<file path="src/sdio_data_defs.svh">
// SDIO data path constants for CRC, block length and register map
`ifndef SDIO_DATA_DEFS_SVH
`define SDIO_DATA_DEFS_SVH

// CRC-16-CCITT, MSB first, starts from zero
`define SDIO_CRC_POLY     16'h1021
`define SDIO_CRC_W        16

// CRC cycles after the last data nibble
`define SDIO_CRC_NIBBLES  16

// Byte count of one block
`define SDIO_LEN_W        10
`define SDIO_MAX_LEN      512

// Register map
`define SDIO_ADDR_W       2
`define SDIO_REG_LEN      2'd0
`define SDIO_REG_CTRL     2'd1

// Control register bits
`define SDIO_CTRL_DIR_BIT 0
`define SDIO_CTRL_GO_BIT  1

`endif

</file>
<file path="src/sdio_data_pkg.sv">
// Shared types for the SDIO data path: transfer direction and bus byte views
`default_nettype none

package sdio_data_pkg;

  // Write moves data host to device, read moves it device to host
  typedef enum logic {
    SDIO_DIR_WRITE = 1'b0,
    SDIO_DIR_READ  = 1'b1
  } sdio_dir_e;

  // Nibble pair as seen on the 4-bit bus
  typedef struct packed {
    logic [3:0] hi;
    logic [3:0] lo;
  } sdio_nib_s;

  // One bus byte, taken whole or as the two nibbles sent high first
  typedef union packed {
    logic [7:0] data;
    sdio_nib_s  nib;
  } sdio_byte_u;

endpackage

`default_nettype wire

</file>
<file path="src/sdio_data_if.sv">
// Control link from the register block to the data PHY
`timescale 1ns/1ps
`default_nettype none
`include "sdio_data_defs.svh"

interface sdio_data_if
  import sdio_data_pkg::*;
();

  // Request side, held steady from start until done
  logic                   start;
  sdio_dir_e              dir;
  logic [`SDIO_LEN_W-1:0] len;

  // Completion side
  logic                   done;
  logic                   crc_good;

  modport cfg_mp (
    output start,
    output dir,
    output len,
    input  done,
    input  crc_good
  );

  modport phy_mp (
    input  start,
    input  dir,
    input  len,
    output done,
    output crc_good
  );

endinterface

`default_nettype wire

</file>
<file path="src/sdio_crc16_lane.sv">
// Serial CRC-16 for one SDIO data line, one bit per enabled cycle
`timescale 1ns/1ps
`default_nettype none
`include "sdio_data_defs.svh"

module sdio_crc16_lane (
  input  wire                    clk,
  input  wire                    rst,
  input  wire                    i_clear,
  input  wire                    i_en,
  input  wire                    i_bit,
  output logic [`SDIO_CRC_W-1:0] o_crc
);

  logic [`SDIO_CRC_W-1:0] crc_q;
  logic                   feedback;

  // Top bit leaving the register meets the incoming data bit
  assign feedback = crc_q[`SDIO_CRC_W-1] ^ i_bit;

  always_ff @(posedge clk) begin
    if (rst) begin
      crc_q <= '0;
    end else if (i_clear) begin
      crc_q <= '0;
    end else if (i_en) begin
      crc_q <= {crc_q[`SDIO_CRC_W-2:0], 1'b0} ^ (feedback ? `SDIO_CRC_POLY : '0);
    end
  end

  assign o_crc = crc_q;

  // PHY keeps the lanes cleared only outside the data phase
  a_clear_en_excl: assert property (
    @(posedge clk) disable iff (rst) !(i_clear && i_en)
  ) else $error("CRC lane cleared and enabled in the same cycle");

endmodule

`default_nettype wire

</file>
<file path="src/sdio_data_cfg.sv">
// SDIO data register block: length and direction, go launch, busy and status
`timescale 1ns/1ps
`default_nettype none
`include "sdio_data_defs.svh"

module sdio_data_cfg
  import sdio_data_pkg::*;
(
  input  wire                     clk,
  input  wire                     rst,
  input  wire                     i_cfg_wr_stb,
  input  wire [`SDIO_ADDR_W-1:0]  i_cfg_addr,
  input  wire [`SDIO_LEN_W-1:0]   i_cfg_wdata,
  output logic                    o_busy,
  output logic                    o_crc_good,
  output logic                    o_done,
  sdio_data_if.cfg_mp             ctl
);

  logic                   wr_ok;
  logic                   go_wr;
  logic                   start_q;
  logic                   busy_q;
  logic                   done_q;
  logic                   crc_good_q;
  sdio_dir_e              dir_q;
  logic [`SDIO_LEN_W-1:0] len_q;

  // Register writes only land between transfers
  assign wr_ok = i_cfg_wr_stb && !busy_q;
  assign go_wr = wr_ok && (i_cfg_addr == `SDIO_REG_CTRL) && i_cfg_wdata[`SDIO_CTRL_GO_BIT];

  always_ff @(posedge clk) begin
    if (rst) begin
      start_q    <= 1'b0;
      busy_q     <= 1'b0;
      done_q     <= 1'b0;
      crc_good_q <= 1'b0;
      dir_q      <= SDIO_DIR_WRITE;
      len_q      <= '0;
    end else begin
      // Go is never stored, it lives for one cycle as start
      start_q <= go_wr;
      done_q  <= ctl.done;

      if (go_wr) begin
        busy_q     <= 1'b1;
        crc_good_q <= 1'b0;
      end else if (ctl.done) begin
        busy_q     <= 1'b0;
        crc_good_q <= ctl.crc_good;
      end

      if (wr_ok && (i_cfg_addr == `SDIO_REG_LEN)) begin
        len_q <= i_cfg_wdata;
      end
      // Direction rides along with go in the same write
      if (wr_ok && (i_cfg_addr == `SDIO_REG_CTRL)) begin
        dir_q <= sdio_dir_e'(i_cfg_wdata[`SDIO_CTRL_DIR_BIT]);
      end
    end
  end

  assign ctl.start  = start_q;
  assign ctl.dir    = dir_q;
  assign ctl.len    = len_q;
  assign o_busy     = busy_q;
  assign o_done     = done_q;
  assign o_crc_good = crc_good_q;

  // One transfer in flight: no second start before the PHY reports done
  a_single_start: assert property (
    @(posedge clk) disable iff (rst) ctl.start |=> (!ctl.start throughout ctl.done[->1])
  ) else $error("start pulsed again before done");

  a_len_range: assert property (
    @(posedge clk) disable iff (rst)
    ctl.start |-> (ctl.len != '0) && (ctl.len <= `SDIO_MAX_LEN)
  ) else $error("transfer started with length out of range");

endmodule

`default_nettype wire

</file>
<file path="src/sdio_data_phy.sv">
// SDIO 4-bit data PHY: one block per start, nibble packing and four line CRCs
`timescale 1ns/1ps
`default_nettype none
`include "sdio_data_defs.svh"

module sdio_data_phy
  import sdio_data_pkg::*;
(
  input  wire         clk,
  input  wire         rst,
  sdio_data_if.phy_mp ctl,
  output logic        o_wr_stb,
  output logic [7:0]  o_wr_data,
  output logic        o_rd_req,
  input  wire         i_rd_stb,
  input  wire  [7:0]  i_rd_data,
  input  wire  [3:0]  i_sd_dat,
  output logic [3:0]  o_sd_dat,
  output logic        o_sd_dir
);

  typedef enum logic [3:0] {
    ST_IDLE,
    ST_WAIT_START,
    ST_WR_DATA,
    ST_WR_CRC,
    ST_WR_END,
    ST_RD_START,
    ST_RD_DATA,
    ST_RD_CRC,
    ST_RD_END,
    ST_DONE
  } state_e;

  state_e                 state;
  logic [`SDIO_LEN_W-1:0] cnt;
  logic [`SDIO_LEN_W-1:0] len_last;
  logic                   lo_phase;
  logic                   data_last;
  logic                   crc_last;

  sdio_byte_u             buf_q;
  sdio_byte_u             tx_byte;

  logic [`SDIO_CRC_W-1:0] lane_crc [4];
  logic                   lane_clear;
  logic                   lane_en;
  logic [3:0]             lane_bit;
  logic [3:0]             crc_tx;
  logic [3:0]             crc_match;

  // cnt counts bytes in the data phase and cycles in the CRC phase
  assign len_last  = ctl.len - 1'b1;
  assign data_last = lo_phase && (cnt == len_last);
  assign crc_last  = (cnt == `SDIO_LEN_W'(`SDIO_CRC_NIBBLES - 1));

  always_ff @(posedge clk) begin
    if (rst) begin
      state    <= ST_IDLE;
      cnt      <= '0;
      lo_phase <= 1'b0;
    end else begin
      case (state)
        ST_IDLE: begin
          cnt      <= '0;
          lo_phase <= 1'b0;
          if (ctl.start) begin
            state <= (ctl.dir == SDIO_DIR_READ) ? ST_RD_START : ST_WAIT_START;
          end
        end
        ST_WAIT_START: begin
          // Host may idle any number of cycles before its start nibble
          if (i_sd_dat == 4'h0) begin
            state <= ST_WR_DATA;
          end
        end
        ST_RD_START: begin
          state <= ST_RD_DATA;
        end
        ST_WR_DATA, ST_RD_DATA: begin
          lo_phase <= !lo_phase;
          if (data_last) begin
            cnt   <= '0;
            state <= (state == ST_WR_DATA) ? ST_WR_CRC : ST_RD_CRC;
          end else if (lo_phase) begin
            cnt <= cnt + 1'b1;
          end
        end
        ST_WR_CRC, ST_RD_CRC: begin
          cnt <= cnt + 1'b1;
          if (crc_last) begin
            state <= (state == ST_WR_CRC) ? ST_WR_END : ST_RD_END;
          end
        end
        ST_WR_END, ST_RD_END: begin
          state <= ST_DONE;
        end
        default: begin
          state <= ST_IDLE;
        end
      endcase
    end
  end

  // Byte buffer: assembled from nibbles in a write, holds the fetched byte in a read
  always_ff @(posedge clk) begin
    if (state == ST_WR_DATA) begin
      if (lo_phase) begin
        buf_q.nib.lo <= i_sd_dat;
      end else begin
        buf_q.nib.hi <= i_sd_dat;
      end
    end else if (i_rd_stb) begin
      buf_q.data <= i_rd_data;
    end
  end

  // Sink strobe follows each completed byte by one cycle
  always_ff @(posedge clk) begin
    if (rst) begin
      o_wr_stb <= 1'b0;
    end else begin
      o_wr_stb <= (state == ST_WR_DATA) && lo_phase;
    end
  end

  assign o_wr_data = buf_q.data;

  // High nibble goes out in the same cycle the source answers
  // A missing answer leaves the previous byte in the buffer
  assign tx_byte.data = i_rd_stb ? i_rd_data : buf_q.data;

  always_comb begin
    case (state)
      ST_RD_START: o_sd_dat = 4'h0;
      ST_RD_DATA:  o_sd_dat = lo_phase ? buf_q.nib.lo : tx_byte.nib.hi;
      ST_RD_CRC:   o_sd_dat = crc_tx;
      default:     o_sd_dat = 4'hF;
    endcase
  end

  assign o_sd_dir = (state == ST_RD_START) || (state == ST_RD_DATA) ||
                    (state == ST_RD_CRC) || (state == ST_RD_END);

  // Next byte is asked for after the start nibble and after every low nibble but the last
  assign o_rd_req = (state == ST_RD_START) ||
                    ((state == ST_RD_DATA) && lo_phase && !data_last);

  // Lanes see the bus as driven in a read and as sampled in a write
  assign lane_clear = (state == ST_IDLE);
  assign lane_en    = (state == ST_WR_DATA) || (state == ST_RD_DATA);
  assign lane_bit   = o_sd_dir ? o_sd_dat : i_sd_dat;

  for (genvar g = 0; g < 4; g++) begin : g_lane
    logic [`SDIO_CRC_W-1:0] host_crc;

    sdio_crc16_lane u_crc (
      .clk     (clk),
      .rst     (rst),
      .i_clear (lane_clear),
      .i_en    (lane_en),
      .i_bit   (lane_bit[g]),
      .o_crc   (lane_crc[g])
    );

    // CRC received from the host on this line, MSB first
    always_ff @(posedge clk) begin
      if (state == ST_WR_CRC) begin
        host_crc <= {host_crc[`SDIO_CRC_W-2:0], i_sd_dat[g]};
      end
    end

    assign crc_match[g] = (host_crc == lane_crc[g]);
    // ~cnt walks the lane CRC from bit 15 down to bit 0
    assign crc_tx[g]    = lane_crc[g][~cnt[3:0]];
  end

  assign ctl.done     = (state == ST_DONE);
  // Nothing to check on a read, so it always reports good
  assign ctl.crc_good = (ctl.dir == SDIO_DIR_READ) || (&crc_match);

  a_dir_read_only: assert property (
    @(posedge clk) disable iff (rst) o_sd_dir |-> (ctl.dir == SDIO_DIR_READ)
  ) else $error("data lines driven during a write transfer");

  // Source has exactly one cycle to answer, otherwise a stale byte goes out
  a_rd_answer: assert property (
    @(posedge clk) disable iff (rst) o_rd_req |=> i_rd_stb
  ) else $error("source missed its read slot");

  a_rd_unasked: assert property (
    @(posedge clk) disable iff (rst) i_rd_stb |-> $past(o_rd_req)
  ) else $error("read strobe without a request");

endmodule

`default_nettype wire

</file>
<file path="src/sdio_data_top.sv">
// SDIO 4-bit data path top: register block joined to the data PHY
`timescale 1ns/1ps
`default_nettype none
`include "sdio_data_defs.svh"

module sdio_data_top (
  input  wire                     clk,
  input  wire                     rst,

  // Register writes
  input  wire                     i_cfg_wr_stb,
  input  wire [`SDIO_ADDR_W-1:0]  i_cfg_addr,
  input  wire [`SDIO_LEN_W-1:0]   i_cfg_wdata,

  // Status
  output logic                    o_busy,
  output logic                    o_crc_good,
  output logic                    o_done,

  // Local byte sink for writes
  output logic                    o_wr_stb,
  output logic [7:0]              o_wr_data,

  // Local byte source for reads
  output logic                    o_rd_req,
  input  wire                     i_rd_stb,
  input  wire  [7:0]              i_rd_data,

  // SDIO data lines
  input  wire  [3:0]              i_sd_dat,
  output logic [3:0]              o_sd_dat,
  output logic                    o_sd_dir
);

  sdio_data_if ctl_if ();

  sdio_data_cfg u_cfg (
    .clk          (clk),
    .rst          (rst),
    .i_cfg_wr_stb (i_cfg_wr_stb),
    .i_cfg_addr   (i_cfg_addr),
    .i_cfg_wdata  (i_cfg_wdata),
    .o_busy       (o_busy),
    .o_crc_good   (o_crc_good),
    .o_done       (o_done),
    .ctl          (ctl_if.cfg_mp)
  );

  sdio_data_phy u_phy (
    .clk       (clk),
    .rst       (rst),
    .ctl       (ctl_if.phy_mp),
    .o_wr_stb  (o_wr_stb),
    .o_wr_data (o_wr_data),
    .o_rd_req  (o_rd_req),
    .i_rd_stb  (i_rd_stb),
    .i_rd_data (i_rd_data),
    .i_sd_dat  (i_sd_dat),
    .o_sd_dat  (o_sd_dat),
    .o_sd_dir  (o_sd_dir)
  );

endmodule

`default_nettype wire

</file>
<file path="config.mk">
export PLATFORM = sky130hd
export DESIGN_NAME = sdio_data_top
export DESIGN_NICKNAME = d
export VERILOG_FILES = /design/src/sdio_data_pkg.sv /design/src/sdio_data_if.sv /design/src/sdio_crc16_lane.sv /design/src/sdio_data_cfg.sv /design/src/sdio_data_phy.sv /design/src/sdio_data_top.sv
export VERILOG_INCLUDE_DIRS = /design/src /design/src/src
export SDC_FILE = /design/constraint.sdc
export NUM_CORES = 1
export LEC_CHECK = 0
export BUFFER_PORTS_ARGS = -buffer_cell sky130_fd_sc_hd__buf_2
export CORE_MARGIN = 5
export CORE_UTILIZATION = 55
export DETAILED_ROUTE_END_ITERATION = 10
export GPL_TIMING_DRIVEN = 0
export PLACE_DENSITY = 0.74
export SYNTH_ARGS = -nofsm -noshare
export SYNTH_HDL_FRONTEND = slang
export SYNTH_SLANG_ARGS = --single-unit
</file>
<file path="constraint.sdc">
create_clock -name clk -period 10 [get_ports clk]
set_input_delay 1.5 -clock clk [delete_from_list [all_inputs] [get_ports clk]]
set_output_delay 1.5 -clock clk [all_outputs]
set_load 0.05 [all_outputs]
</file>
# ---- Yosys cells after proc, flatten, opt, wreduce, memory -nomap -nowiden
# Index checks and enable logic that the tools add are counted.
dict set report totals {
  register_bits 167
  in_bits 28
  word_cells 121
}
dict set report op_classes {
  addsub 2
  magnitude_cmp 1
  eq_ne 23
  n_mux 33
  bitwise_logic 9
  n_reduce_logical 33
}
# cell n
set op_table {}
lappend op_table {{16-bit equality test} 4}
lappend op_table {{16-bit by 13-bit XOR with 16-bit output} 4}
lappend op_table {{13-bit two-way mux} 4}
lappend op_table {{4-bit two-way mux} 9}
lappend op_table {{10-bit case mux with 3 select lines} 1}
lappend op_table {{4-bit case mux with 6 select lines} 1}
lappend op_table {{10-bit two-way mux} 2}
lappend op_table {{1-bit binary-select mux with 4-bit select} 4}
lappend op_table {{4-bit by 3-bit equality test with 1-bit output (second input constant)} 4}
lappend op_table {{8-bit two-way mux} 2}
lappend op_table {{4-bit case mux with 3 select lines} 1}
lappend op_table {{10-bit by 1-bit adder with 10-bit output (second input constant)} 1}
lappend op_table {{10-bit equality test} 1}
lappend op_table {{10-bit by 4-bit equality test with 1-bit output (second input constant)} 1}
lappend op_table {{2-bit OR reduction} 5}
lappend op_table {{10-bit by 1-bit subtractor with 10-bit output (second input constant)} 1}
lappend op_table {{4-bit by 2-bit equality test with 1-bit output (second input constant)} 2}
lappend op_table {{4-bit equality test (second input constant)} 2}
lappend op_table {{1-bit logical AND} 8}
lappend op_table {{4-bit zero test} 2}
lappend op_table {{2-bit by 1-bit != test with 1-bit output (second input constant)} 4}
lappend op_table {{4-bit AND reduction} 2}
lappend op_table {{1-bit logical OR} 6}
lappend op_table {{1-bit two-way mux} 6}
lappend op_table {{other kinds (14)} 24}

# ---- Depth between registers and ports, before layout
# Gate-level depths: netlist of run 1.
dict set report logic_depth {
  word_depth 8
  ltp_mapped 10
}

# ---- Cells and area by module
# Synthesis of run 1 repeated with hierarchy kept, for this count alone.
dict set report hier_totals {
  cells_unflattened 724
  hier_area_um2 8175.3
}
# mod instances cells_per_inst area_per_inst_um2 seq_area_each_um2
set modules_own_cells {}
lappend modules_own_cells {sdio_data_phy 1 424 4981.0 2482.4}
lappend modules_own_cells {sdio_crc16_lane 4 60 633.1 320.3}
lappend modules_own_cells {sdio_data_cfg 1 60 661.9 300.3}

# ---- Worst setup path before layout of run 1
# Ideal clock, no wire load.
dict set report synth_timing {
  path_kind {flip-flop to flip-flop}
  start {register u_phy.state[0]}
  end {register u_phy.g_lane[0].host_crc[0] (enable)}
  arrival_time_ps 3672
  required_ps 9514
  slack_ps 5841
  path_stages_with_launch 5
  synth_period_minus_slack_ps 4159
  path_cell_list {dfxtp_1 > clkbuf_1 > clkbuf_1 > nand2_1 > nor2_1}
}
dict set report synth_between {
  elab_chain_cells 1
}
# element line
set synth_rtl {}
lappend synth_rtl {{start, declared} sdio_data_phy.sv:35} ;# state_e state;
lappend synth_rtl {{start signal, assigned} sdio_data_phy.sv:68} ;# state <= (ctl.dir == SDIO_DIR_READ) ? ST_RD_START : ST_WAIT_START;
lappend synth_rtl {{start signal, assigned} sdio_data_phy.sv:84} ;# state <= (state == ST_WR_DATA) ? ST_WR_CRC : ST_RD_CRC;
lappend synth_rtl {{start signal, assigned} sdio_data_phy.sv:92} ;# state <= (state == ST_WR_CRC) ? ST_WR_END : ST_RD_END;
lappend synth_rtl {{4-bit by 2-bit equality test with 1-bit output} sdio_data_phy.sv:168} ;# if (state == ST_WR_CRC) begin
lappend synth_rtl {{end signal, assigned} sdio_data_phy.sv:169} ;# host_crc <= {host_crc[`SDIO_CRC_W-2:0], i_sd_dat[g]};
lappend synth_rtl {{end, declared} sdio_data_phy.sv:155} ;# logic [`SDIO_CRC_W-1:0] host_crc;
# Every way passes these cells.
# A chain may end at the register's enable or synchronous reset.

# ---- Final worst setup path of run 1
dict set report layout_timing {
  start {input port i_rd_stb}
  end {output port o_sd_dat[0]}
}
dict set report layout_between {
  elab_chain_cells 3
}
# element line
set layout_rtl {}
lappend layout_rtl {{start, declared} sdio_data_top.sv:26} ;# input wire i_rd_stb,
lappend layout_rtl {{8-bit two-way mux} sdio_data_phy.sv:131} ;# assign tx_byte.data = i_rd_stb ? i_rd_data : buf_q.data;
lappend layout_rtl {{4-bit two-way mux} sdio_data_phy.sv:136} ;# ST_RD_DATA: o_sd_dat = lo_phase ? buf_q.nib.lo : tx_byte.nib.hi;
lappend layout_rtl {{4-bit case mux with 3 select lines} sdio_data_phy.sv:134} ;# case (state)
lappend layout_rtl {{end, declared} sdio_data_top.sv:31} ;# output logic [3:0] o_sd_dat,
# Every way passes these cells. The select of a mux whose other input is x is not followed.

==> qor.txt, run 1 <==
Sequential-to-total area share from yosys stat -> 52.2%
Antenna cells -> 0
Max clock buf depth -> 2
Pwr dens -> 166 mW/mm2
Maximum number of pins on one net before global-route repair -> 36
H-tree Lvls -> 4
Yosys reg bits -> 167
Switch share -> 23.2%
# IOs -> 46
GR Util All Layers -> 25.2%
CP top delay family -> buffers and inverters
Cells along the critical path -> buf_2, mux2i_1, a221oi_1, or3_1, buf_2
Reg clk slew, reported paths -> 60 ps
Commonest cells after routing, fill and taps aside -> nand2_1 (169), dfxtp_1 (95), a21oi_1 (88), edfxtp_1 (72), xor2_1 (71)
Max_cap viols -> 0
CP max-delay cell -> or3_1
Worst Skew -> 9.30 ps
Routed WL per cell -> 19.8 um
Die width -> 129 um
Final Wtd Congestion -> 0.963
Cell mode on critical path -> buf_2
First-pass GRT wire length -> 32,100 um
Cell variety after synth -> 61
Combinational fraction of design power -> 5.7%
Pins over their slew limit -> 0
Post-CTS resize count -> 0
CTS root buf -> clkbuf_16
1st-pass router iterations -> 5
Type of the worst setup path -> primary input to output port
Most common cell after layout, fill and taps aside -> nand2_1
Initial DRC Count -> 540
Setup TNS -> 0 ps
Vias/cell -> 6.04
Post-synth EDFFs -> 72
CP max stage delay -> 390 ps
Switching power -> 0.342 mW
Num Clock Sinks -> 167
Net count, final -> 864
Final setup viols -> 0
Seq pwr share -> 48.9%
Power share of the clock group -> 45.4%
Max VDD drop -> 138 uV
Initial core utilization -> 56.1%
Placed wire-length estimate -> 14,800 um
WP buf/inv -> 2
Post-synth top flop -> dfxtp_1
Core area -> 0.0139 mm2
Ys Warns -> 0
Final Hold Fails -> 0
Postcts setup bufs -> 0
CP Launch Point -> i_rd_stb
Worst min path class -> register to register
Num rows -> 43
Post-synthesis cell count -> 770
F_max -> 235 MHz
Average size of a mapped cell -> 10.1 um2
Area Growth Syn to Fin -> 13.9%
RSZ-0062 raised after global routing -> no
Cts bufs inserted -> 17
Final Cycle Share -> 42.6%
Arrival @ worst endpoint -> 2760 ps
P_leak -> 2.99 nW
Status -> completed
Die Ht -> 129 um
WL final -> 20,300 um
Number of port buffers -> 44
Hold_sp -> u_phy.g_lane[0].host_crc[3]
Synthesized Nets -> 800
Post-CTS Hold Buffers -> 0
Reg-to-reg startpoint -> u_phy.g_lane[1].u_crc.o_crc[15]
FFs w/ async S/R, synth -> 0%
Critical path startpoint category -> primary input
Initial antenna violation count -> 0
Via count -> 6,203
Vias in the first global route -> 5,974
Clk_lat worst skew -> 430 ps
Die area -> 0.0166 mm2
Slew margin rel. -> 37.6%
Cell area after synthesis -> 0.00778 mm2
Crit path time final -> 4260 ps
Req. time, crit path -> 8500 ps
Layout cells sized above 1 -> 13.3%
Grt total ovfl -> 0
Final ANT Viol Nets -> 0
Final Core Density -> 63.9%
Worst-Margin Slew -> 928 ps
CTS tree -> done
Fillers -> 1,122
Worst setup EP type -> output port
Cell-internal power -> 1.13 mW
Remaining DRCs -> 0
Worst-path fanout max -> 9
[synth_stat cells, types with 4 or more instances]
| cell | count | area [um2] |
|---|---|---|
| nand2_1 | 169 | 634 |
| dfxtp_1 | 95 | 1900 |
| a21oi_1 | 88 | 440 |
| edfxtp_1 | 72 | 2160 |
| xor2_1 | 71 | 622 |
| clkbuf_1 | 31 | 116 |
| xnor2_1 | 28 | 245 |
| nor2_1 | 27 | 101 |
| nor4_1 | 20 | 125 |
| mux4_2 | 16 | 360 |
| nor3_1 | 12 | 60.1 |
| inv_1 | 11 | 41.3 |
| nand3_1 | 11 | 55.1 |
| nand4_1 | 8 | 50.1 |
| a31oi_1 | 7 | 43.8 |
| buf_1 | 7 | 26.3 |
| mux2i_1 | 6 | 60.1 |
| nor2b_1 | 6 | 37.5 |
| a211oi_1 | 5 | 37.5 |
| a221oi_1 | 5 | 43.8 |
| a22oi_1 | 5 | 37.5 |
| or3_1 | 5 | 31.3 |
| o21ai_1 | 4 | 20.0 |
| o32a_1 | 4 | 40.0 |
[power by group through the flow]
stage / registers (mW) / logic (mW) / clock network (mW)
after floorplan: 0.747 / 0.0438 / 0
after CTS: 0.720 / 0.0830 / 0.672
final: 0.720 / 0.0840 / 0.669
after global routing: 0.720 / 0.0909 / 0.704
after global placement: 0.734 / 0.0803 / 0
after detailed placement: 0.734 / 0.0827 / 0
[layer usage]
metal  part of all wire (%)  vias up  track usage (%)  wire length [um]
li1                       -     2852                -                 -
met2                     45      315             38.2              9220
met5                      0        -                0                 0
met1                     43     2994             34.5              8680
met3                    9.1       42             6.89              1850
met4                    2.8        0             10.4               569
[through the flow]
step                      hold WS [ps]  setup WS, ps  area (um2)  total power [mW]  cells
final                              469          5740        8870              1.47   1027
after global placement             449          4470        8230             0.815    994
after CTS                          472          5720        8860              1.47   1027
after floorplan                    447          5840        7780             0.791    770
after global routing               484          5530        8870              1.51   1027
after detailed placement           457          5770        8250             0.817    995
[cells by family after synthesis]
group,synth area share (%)
flops,52.2
fa+ha+maj,0.322
compound gates,11.4
xor+xnor,11.1
mux,5.40
simple gates,16.2
buf+inv,3.31
[state kept, by name, indices dropped and copies added (netlist names), 4 cells and up]
signal                    flops
u_phy.g_lane.host_crc        64
u_phy.g_lane.u_crc.o_crc     64
u_cfg.ctl.len                10
u_phy.cnt                    10
u_phy.o_wr_data               8
u_phy.state                   4
[cell type report]
class / instances / area, um2 / area share [%]
sequential: 167 / 4060 / 45.8
clock inverter: 15 / 180 / 2.03
clock buffer: 17 / 425 / 4.80
tap: 180 / 225 / 2.54
buffer: 46 / 213 / 2.40
multi-input combinational: 545 / 3470 / 39.2
timing repair buffer: 45 / 240 / 2.71
inverter: 12 / 45.0 / 0.508
[path summary, 6_finish.rpt]
path,depth (start not counted),slack [ps],end
worst min-delay path,0,470,u_phy.g_lane[0].host_crc[4]
worst min register to register,0,470,u_phy.g_lane[0].host_crc[4]
worst max register to register,7,7080,u_cfg.o_crc_good
worst max-delay path,5,5740,o_sd_dat[0]
Note: power is estimated with default switching activity, not from simulation.
==> run 2, diff against run 1 <==
ABC_AREA = 1   (was not set)
PLACE_DENSITY = 0.77   (was 0.74)
clock period = 3.5 ns   (was 10 ns; I/O delays follow)
==> qor.txt, run 2 <==
Most frequent cell after synthesis -> nand2_1
GR Util All Layers -> 22.7% (-2.5 points)
Final setup viols -> 0 (unchanged)
Reg clk slew, reported paths -> 70 ps (about the same)
Post-synth top flop -> dfxtp_1
Remaining DRCs -> 0 (unchanged)
Initial core utilization -> 56.4% (+0.36 points)
CP max stage delay -> 540 ps (+150 ps)
Routed WL per cell -> 15.0 um (-24%)
Die area -> 0.0176 mm2 (+5.7%)
RSZ-0062 raised after global routing -> no
CP Depth -> 8 (+3)
Slew margin rel. -> 54.9% (+17 points)
Grt total ovfl -> 0 (unchanged)
Cell taking the most area after synthesis -> edfxtp_1
Commonest cells after routing, fill and taps aside -> nand2_1 (297), inv_1 (129), nand3_1 (100), dfxtp_1 (95), a21oi_1 (89)
Cell-internal power -> 3.73 mW (+230%)
CTS tree -> done
Crit path time final -> 2980 ps
Core area -> 0.0146 mm2 (+5.5%)
Capturing point of the worst reg2reg path -> u_phy.o_wr_data[0]
Pins over their slew limit -> 0 (unchanged)
F_max -> 336 MHz
# IOs -> 46 (unchanged)
Placed wire-length estimate -> 13,900 um (-6.0%)
Vias in the first global route -> 6,604 (+11%)
Worst-Margin Slew -> 676 ps (-251 ps)
Die Ht -> 133 um (+2.8%)
CP max-delay cell -> clkbuf_1
Switch share -> 38.9% (+16 points)
Cell area after synthesis -> 0.00826 mm2 (+6.2%)
Sequential-to-total area share from yosys stat -> 49.2% (-3.0 points)
Yosys reg bits -> 167 (unchanged)
Net count, final -> 1,145 (+33%)
H-tree Lvls -> 4 (unchanged)
Max_cap viols -> 0 (unchanged)
Post-CTS resize count -> 0 (unchanged)
WHS Path Cells -> 3 (+3)
Arrival @ worst endpoint -> 2450 ps (-310 ps)
Post-synth EDFFs -> 72 (unchanged)
Share of Yosys cell area claimed by the top area cell type -> 26.2% (-1.6 points)
CTS root buf -> clkbuf_16
Post-synth top cells -> nand2_1 (297), inv_1 (129), nand3_1 (100)
Hold_sp -> i_cfg_wdata[9]
Fillers -> 1,273 (+13%)
Synthesized Nets -> 1,079 (+35%)
Type of the worst setup path -> register to output port
1st-pass router iterations -> 5 (unchanged)
Post-CTS Hold Buffers -> 0 (unchanged)
Final Cycle Share -> 85.0%
Clk_lat worst skew -> 440 ps (about the same)
Post-synthesis cell count -> 1,049 (+36%)
FFs w/ async S/R, synth -> 0% (unchanged)
Worst min path class -> primary input to register
Via count -> 7,135 (+15%)
Cell variety after synth -> 34 (-44%)
Non-filler cells in the finished layout -> 1,312 (+28%)
Combinational fraction of design power -> 31.3% (+26 points)
Final Core Density -> 64.0% (+0.17 points)
Reg-to-reg startpoint -> u_phy.state[3]
Final Hold Fails -> 0 (unchanged)
Final Wtd Congestion -> 0.929 (-3.5%)
Final Power -> 6.11 mW (+310%)
Layout cells sized above 1 -> 11.3% (-2.1 points)
Worst setup EP type -> output port
Max clock buf depth -> 2 (unchanged)
Ys Warns -> 0 (unchanged)
Flop2flop setup slack -> 1290 ps (-5790 ps)
First-pass GRT wire length -> 32,100 um (about the same)
Switching power -> 2.38 mW (+600%)
Power share of the clock group -> 31.2% (-14 points)
Num rows -> 44 (+2.3%)
Seq pwr share -> 37.5% (-11 points)
Number of port buffers -> 44 (unchanged)
Initial antenna violation count -> 0 (unchanged)
Final ANT Viol Nets -> 0 (unchanged)
Critical path startpoint category -> register
Vias/cell -> 5.44 (-10%)
Setup TNS -> 0 ps (unchanged)
Num Clock Sinks -> 167 (unchanged)
Worst Skew -> 8.52 ps (-0.774 ps)
Req. time, crit path -> 2970 ps (-5530 ps)
Maximum number of pins on one net before global-route repair -> 23 (-36%)
Worst hold endpoint -> u_cfg.ctl.len[9]
Postcts setup bufs -> 0 (unchanged)
Die width -> 133 um (+2.8%)
WL final -> 19,600 um (-3.3%)
Most common cell after layout, fill and taps aside -> nand2_1
Initial DRC Count -> 654 (+21%)
P_leak -> 3.71 nW (+24%)
Worst-path fanout max -> 10 (+1)
Max VDD drop -> 440 uV (+220%)
Cts bufs inserted -> 17 (unchanged)
WP buf/inv -> 2 (unchanged)
Status -> completed
Average size of a mapped cell -> 7.88 um2 (-22%)
Area Growth Syn to Fin -> 13.5%
Cells along the critical path -> clkbuf_1, o2111ai_1, nor2_1, nand2_1, nor2_1, nand2_1, a31o_2, buf_2
Pwr dens -> 652 mW/mm2 (+290%)
CP top delay family -> buffers and inverters
Top cells by area, synth -> edfxtp_1 (26%), dfxtp_1 (23%), nand2_1 (13%)
Antenna cells -> 0 (unchanged)
Placed Cells incl. Taps -> 1,280 (+29%)
FF-to-FF path depth -> 6 (-1)
==> run 2: cell types whose count changed after synthesis, moves of 16 or more <==
cell,before,now
inv_1,11,129
mux4_2,16,0
nand2_1,169,297
nand3_1,11,100
nor2_1,27,58
nor4_1,20,4
o21ai_0,2,32
xor2_1,71,22
==> run 2: how the worst max path moves through the flow <==
| stage | end | start | slack (ps) |
|---|---|---|---|
| CTS | o_rd_req | u_phy.cnt[1] | 530 |
| global placement | u_phy.state[2] | u_phy.state[1] | 210 |
| floorplan | u_phy.state[2] | u_phy.state[1] | 910 |
| global route | o_rd_req | u_cfg.ctl.len[0] | 380 |
| finish | o_rd_req | u_phy.cnt[1] | 520 |
| detailed placement | o_rd_req | u_phy.cnt[1] | 1010 |
==> run 2: logic make-up (layout without fill, tap and decap cells) <==
kind of cell,after synthesis,after routing,share of synthesized area [%]
AO/OA/AOI/OAI,134,134,8.50
multiplexers,4,4,0.485
flip-flops,167,167,49.2
XOR/XNOR,60,60,6.36
buffers and inverters,171,250,8.09
adder cells (fa/ha/maj),2,2,0.303
AND/OR/NAND/NOR,511,511,27.1
==> run 2: area by class of cell <==
type | instances | area [um2] | area share [%]
flip-flops and latches | 167 | 4060 | 43.3
multi-input cells | 711 | 3540 | 37.8
inverters | 134 | 503 | 5.36
clock buffers | 17 | 425 | 4.54
repair buffers | 47 | 278 | 2.96
well taps | 184 | 230 | 2.45
clock inverters | 15 | 173 | 1.84
plain buffers | 37 | 165 | 1.76
==> run 2: power by group through the flow <==
stage / combinational [mW] / sequential [mW] / clock [mW]
after floorplan: 1.28 / 2.43 / 0
after global placement: 1.84 / 2.34 / 0
after detailed placement: 1.88 / 2.33 / 0
after CTS: 1.90 / 2.29 / 1.92
after global routing: 2.11 / 2.31 / 2.01
final: 1.91 / 2.29 / 1.90
==> run 2: worst register-to-register path, cell delays in order (launching register included) <==
cell and delay (ps):
dfxtp_1 480, inv_2 110, nand3_4 110, clkbuf_1 460, clkbuf_1 430, o21ai_0 140, nand2_1 190
==> run 2: layer usage <==
layer  routed length [um]  share of wire [%]  global-route usage [%]
met2                 9050                 46                    36.3
met4                  384                2.0                    8.37
met3                 1440                7.3                    4.86
met1                 8770                 45                    30.5
met5                    0                  0                       0
==> run 2: through the flow <==
stage	instance area, um2	hold slack [ps]	setup slack [ps]
after global routing	9380	303	382
after floorplan	8270	441	912
final	9380	305	524
after CTS	9380	295	525
after detailed placement	8780	454	1010
after global placement	8720	444	207
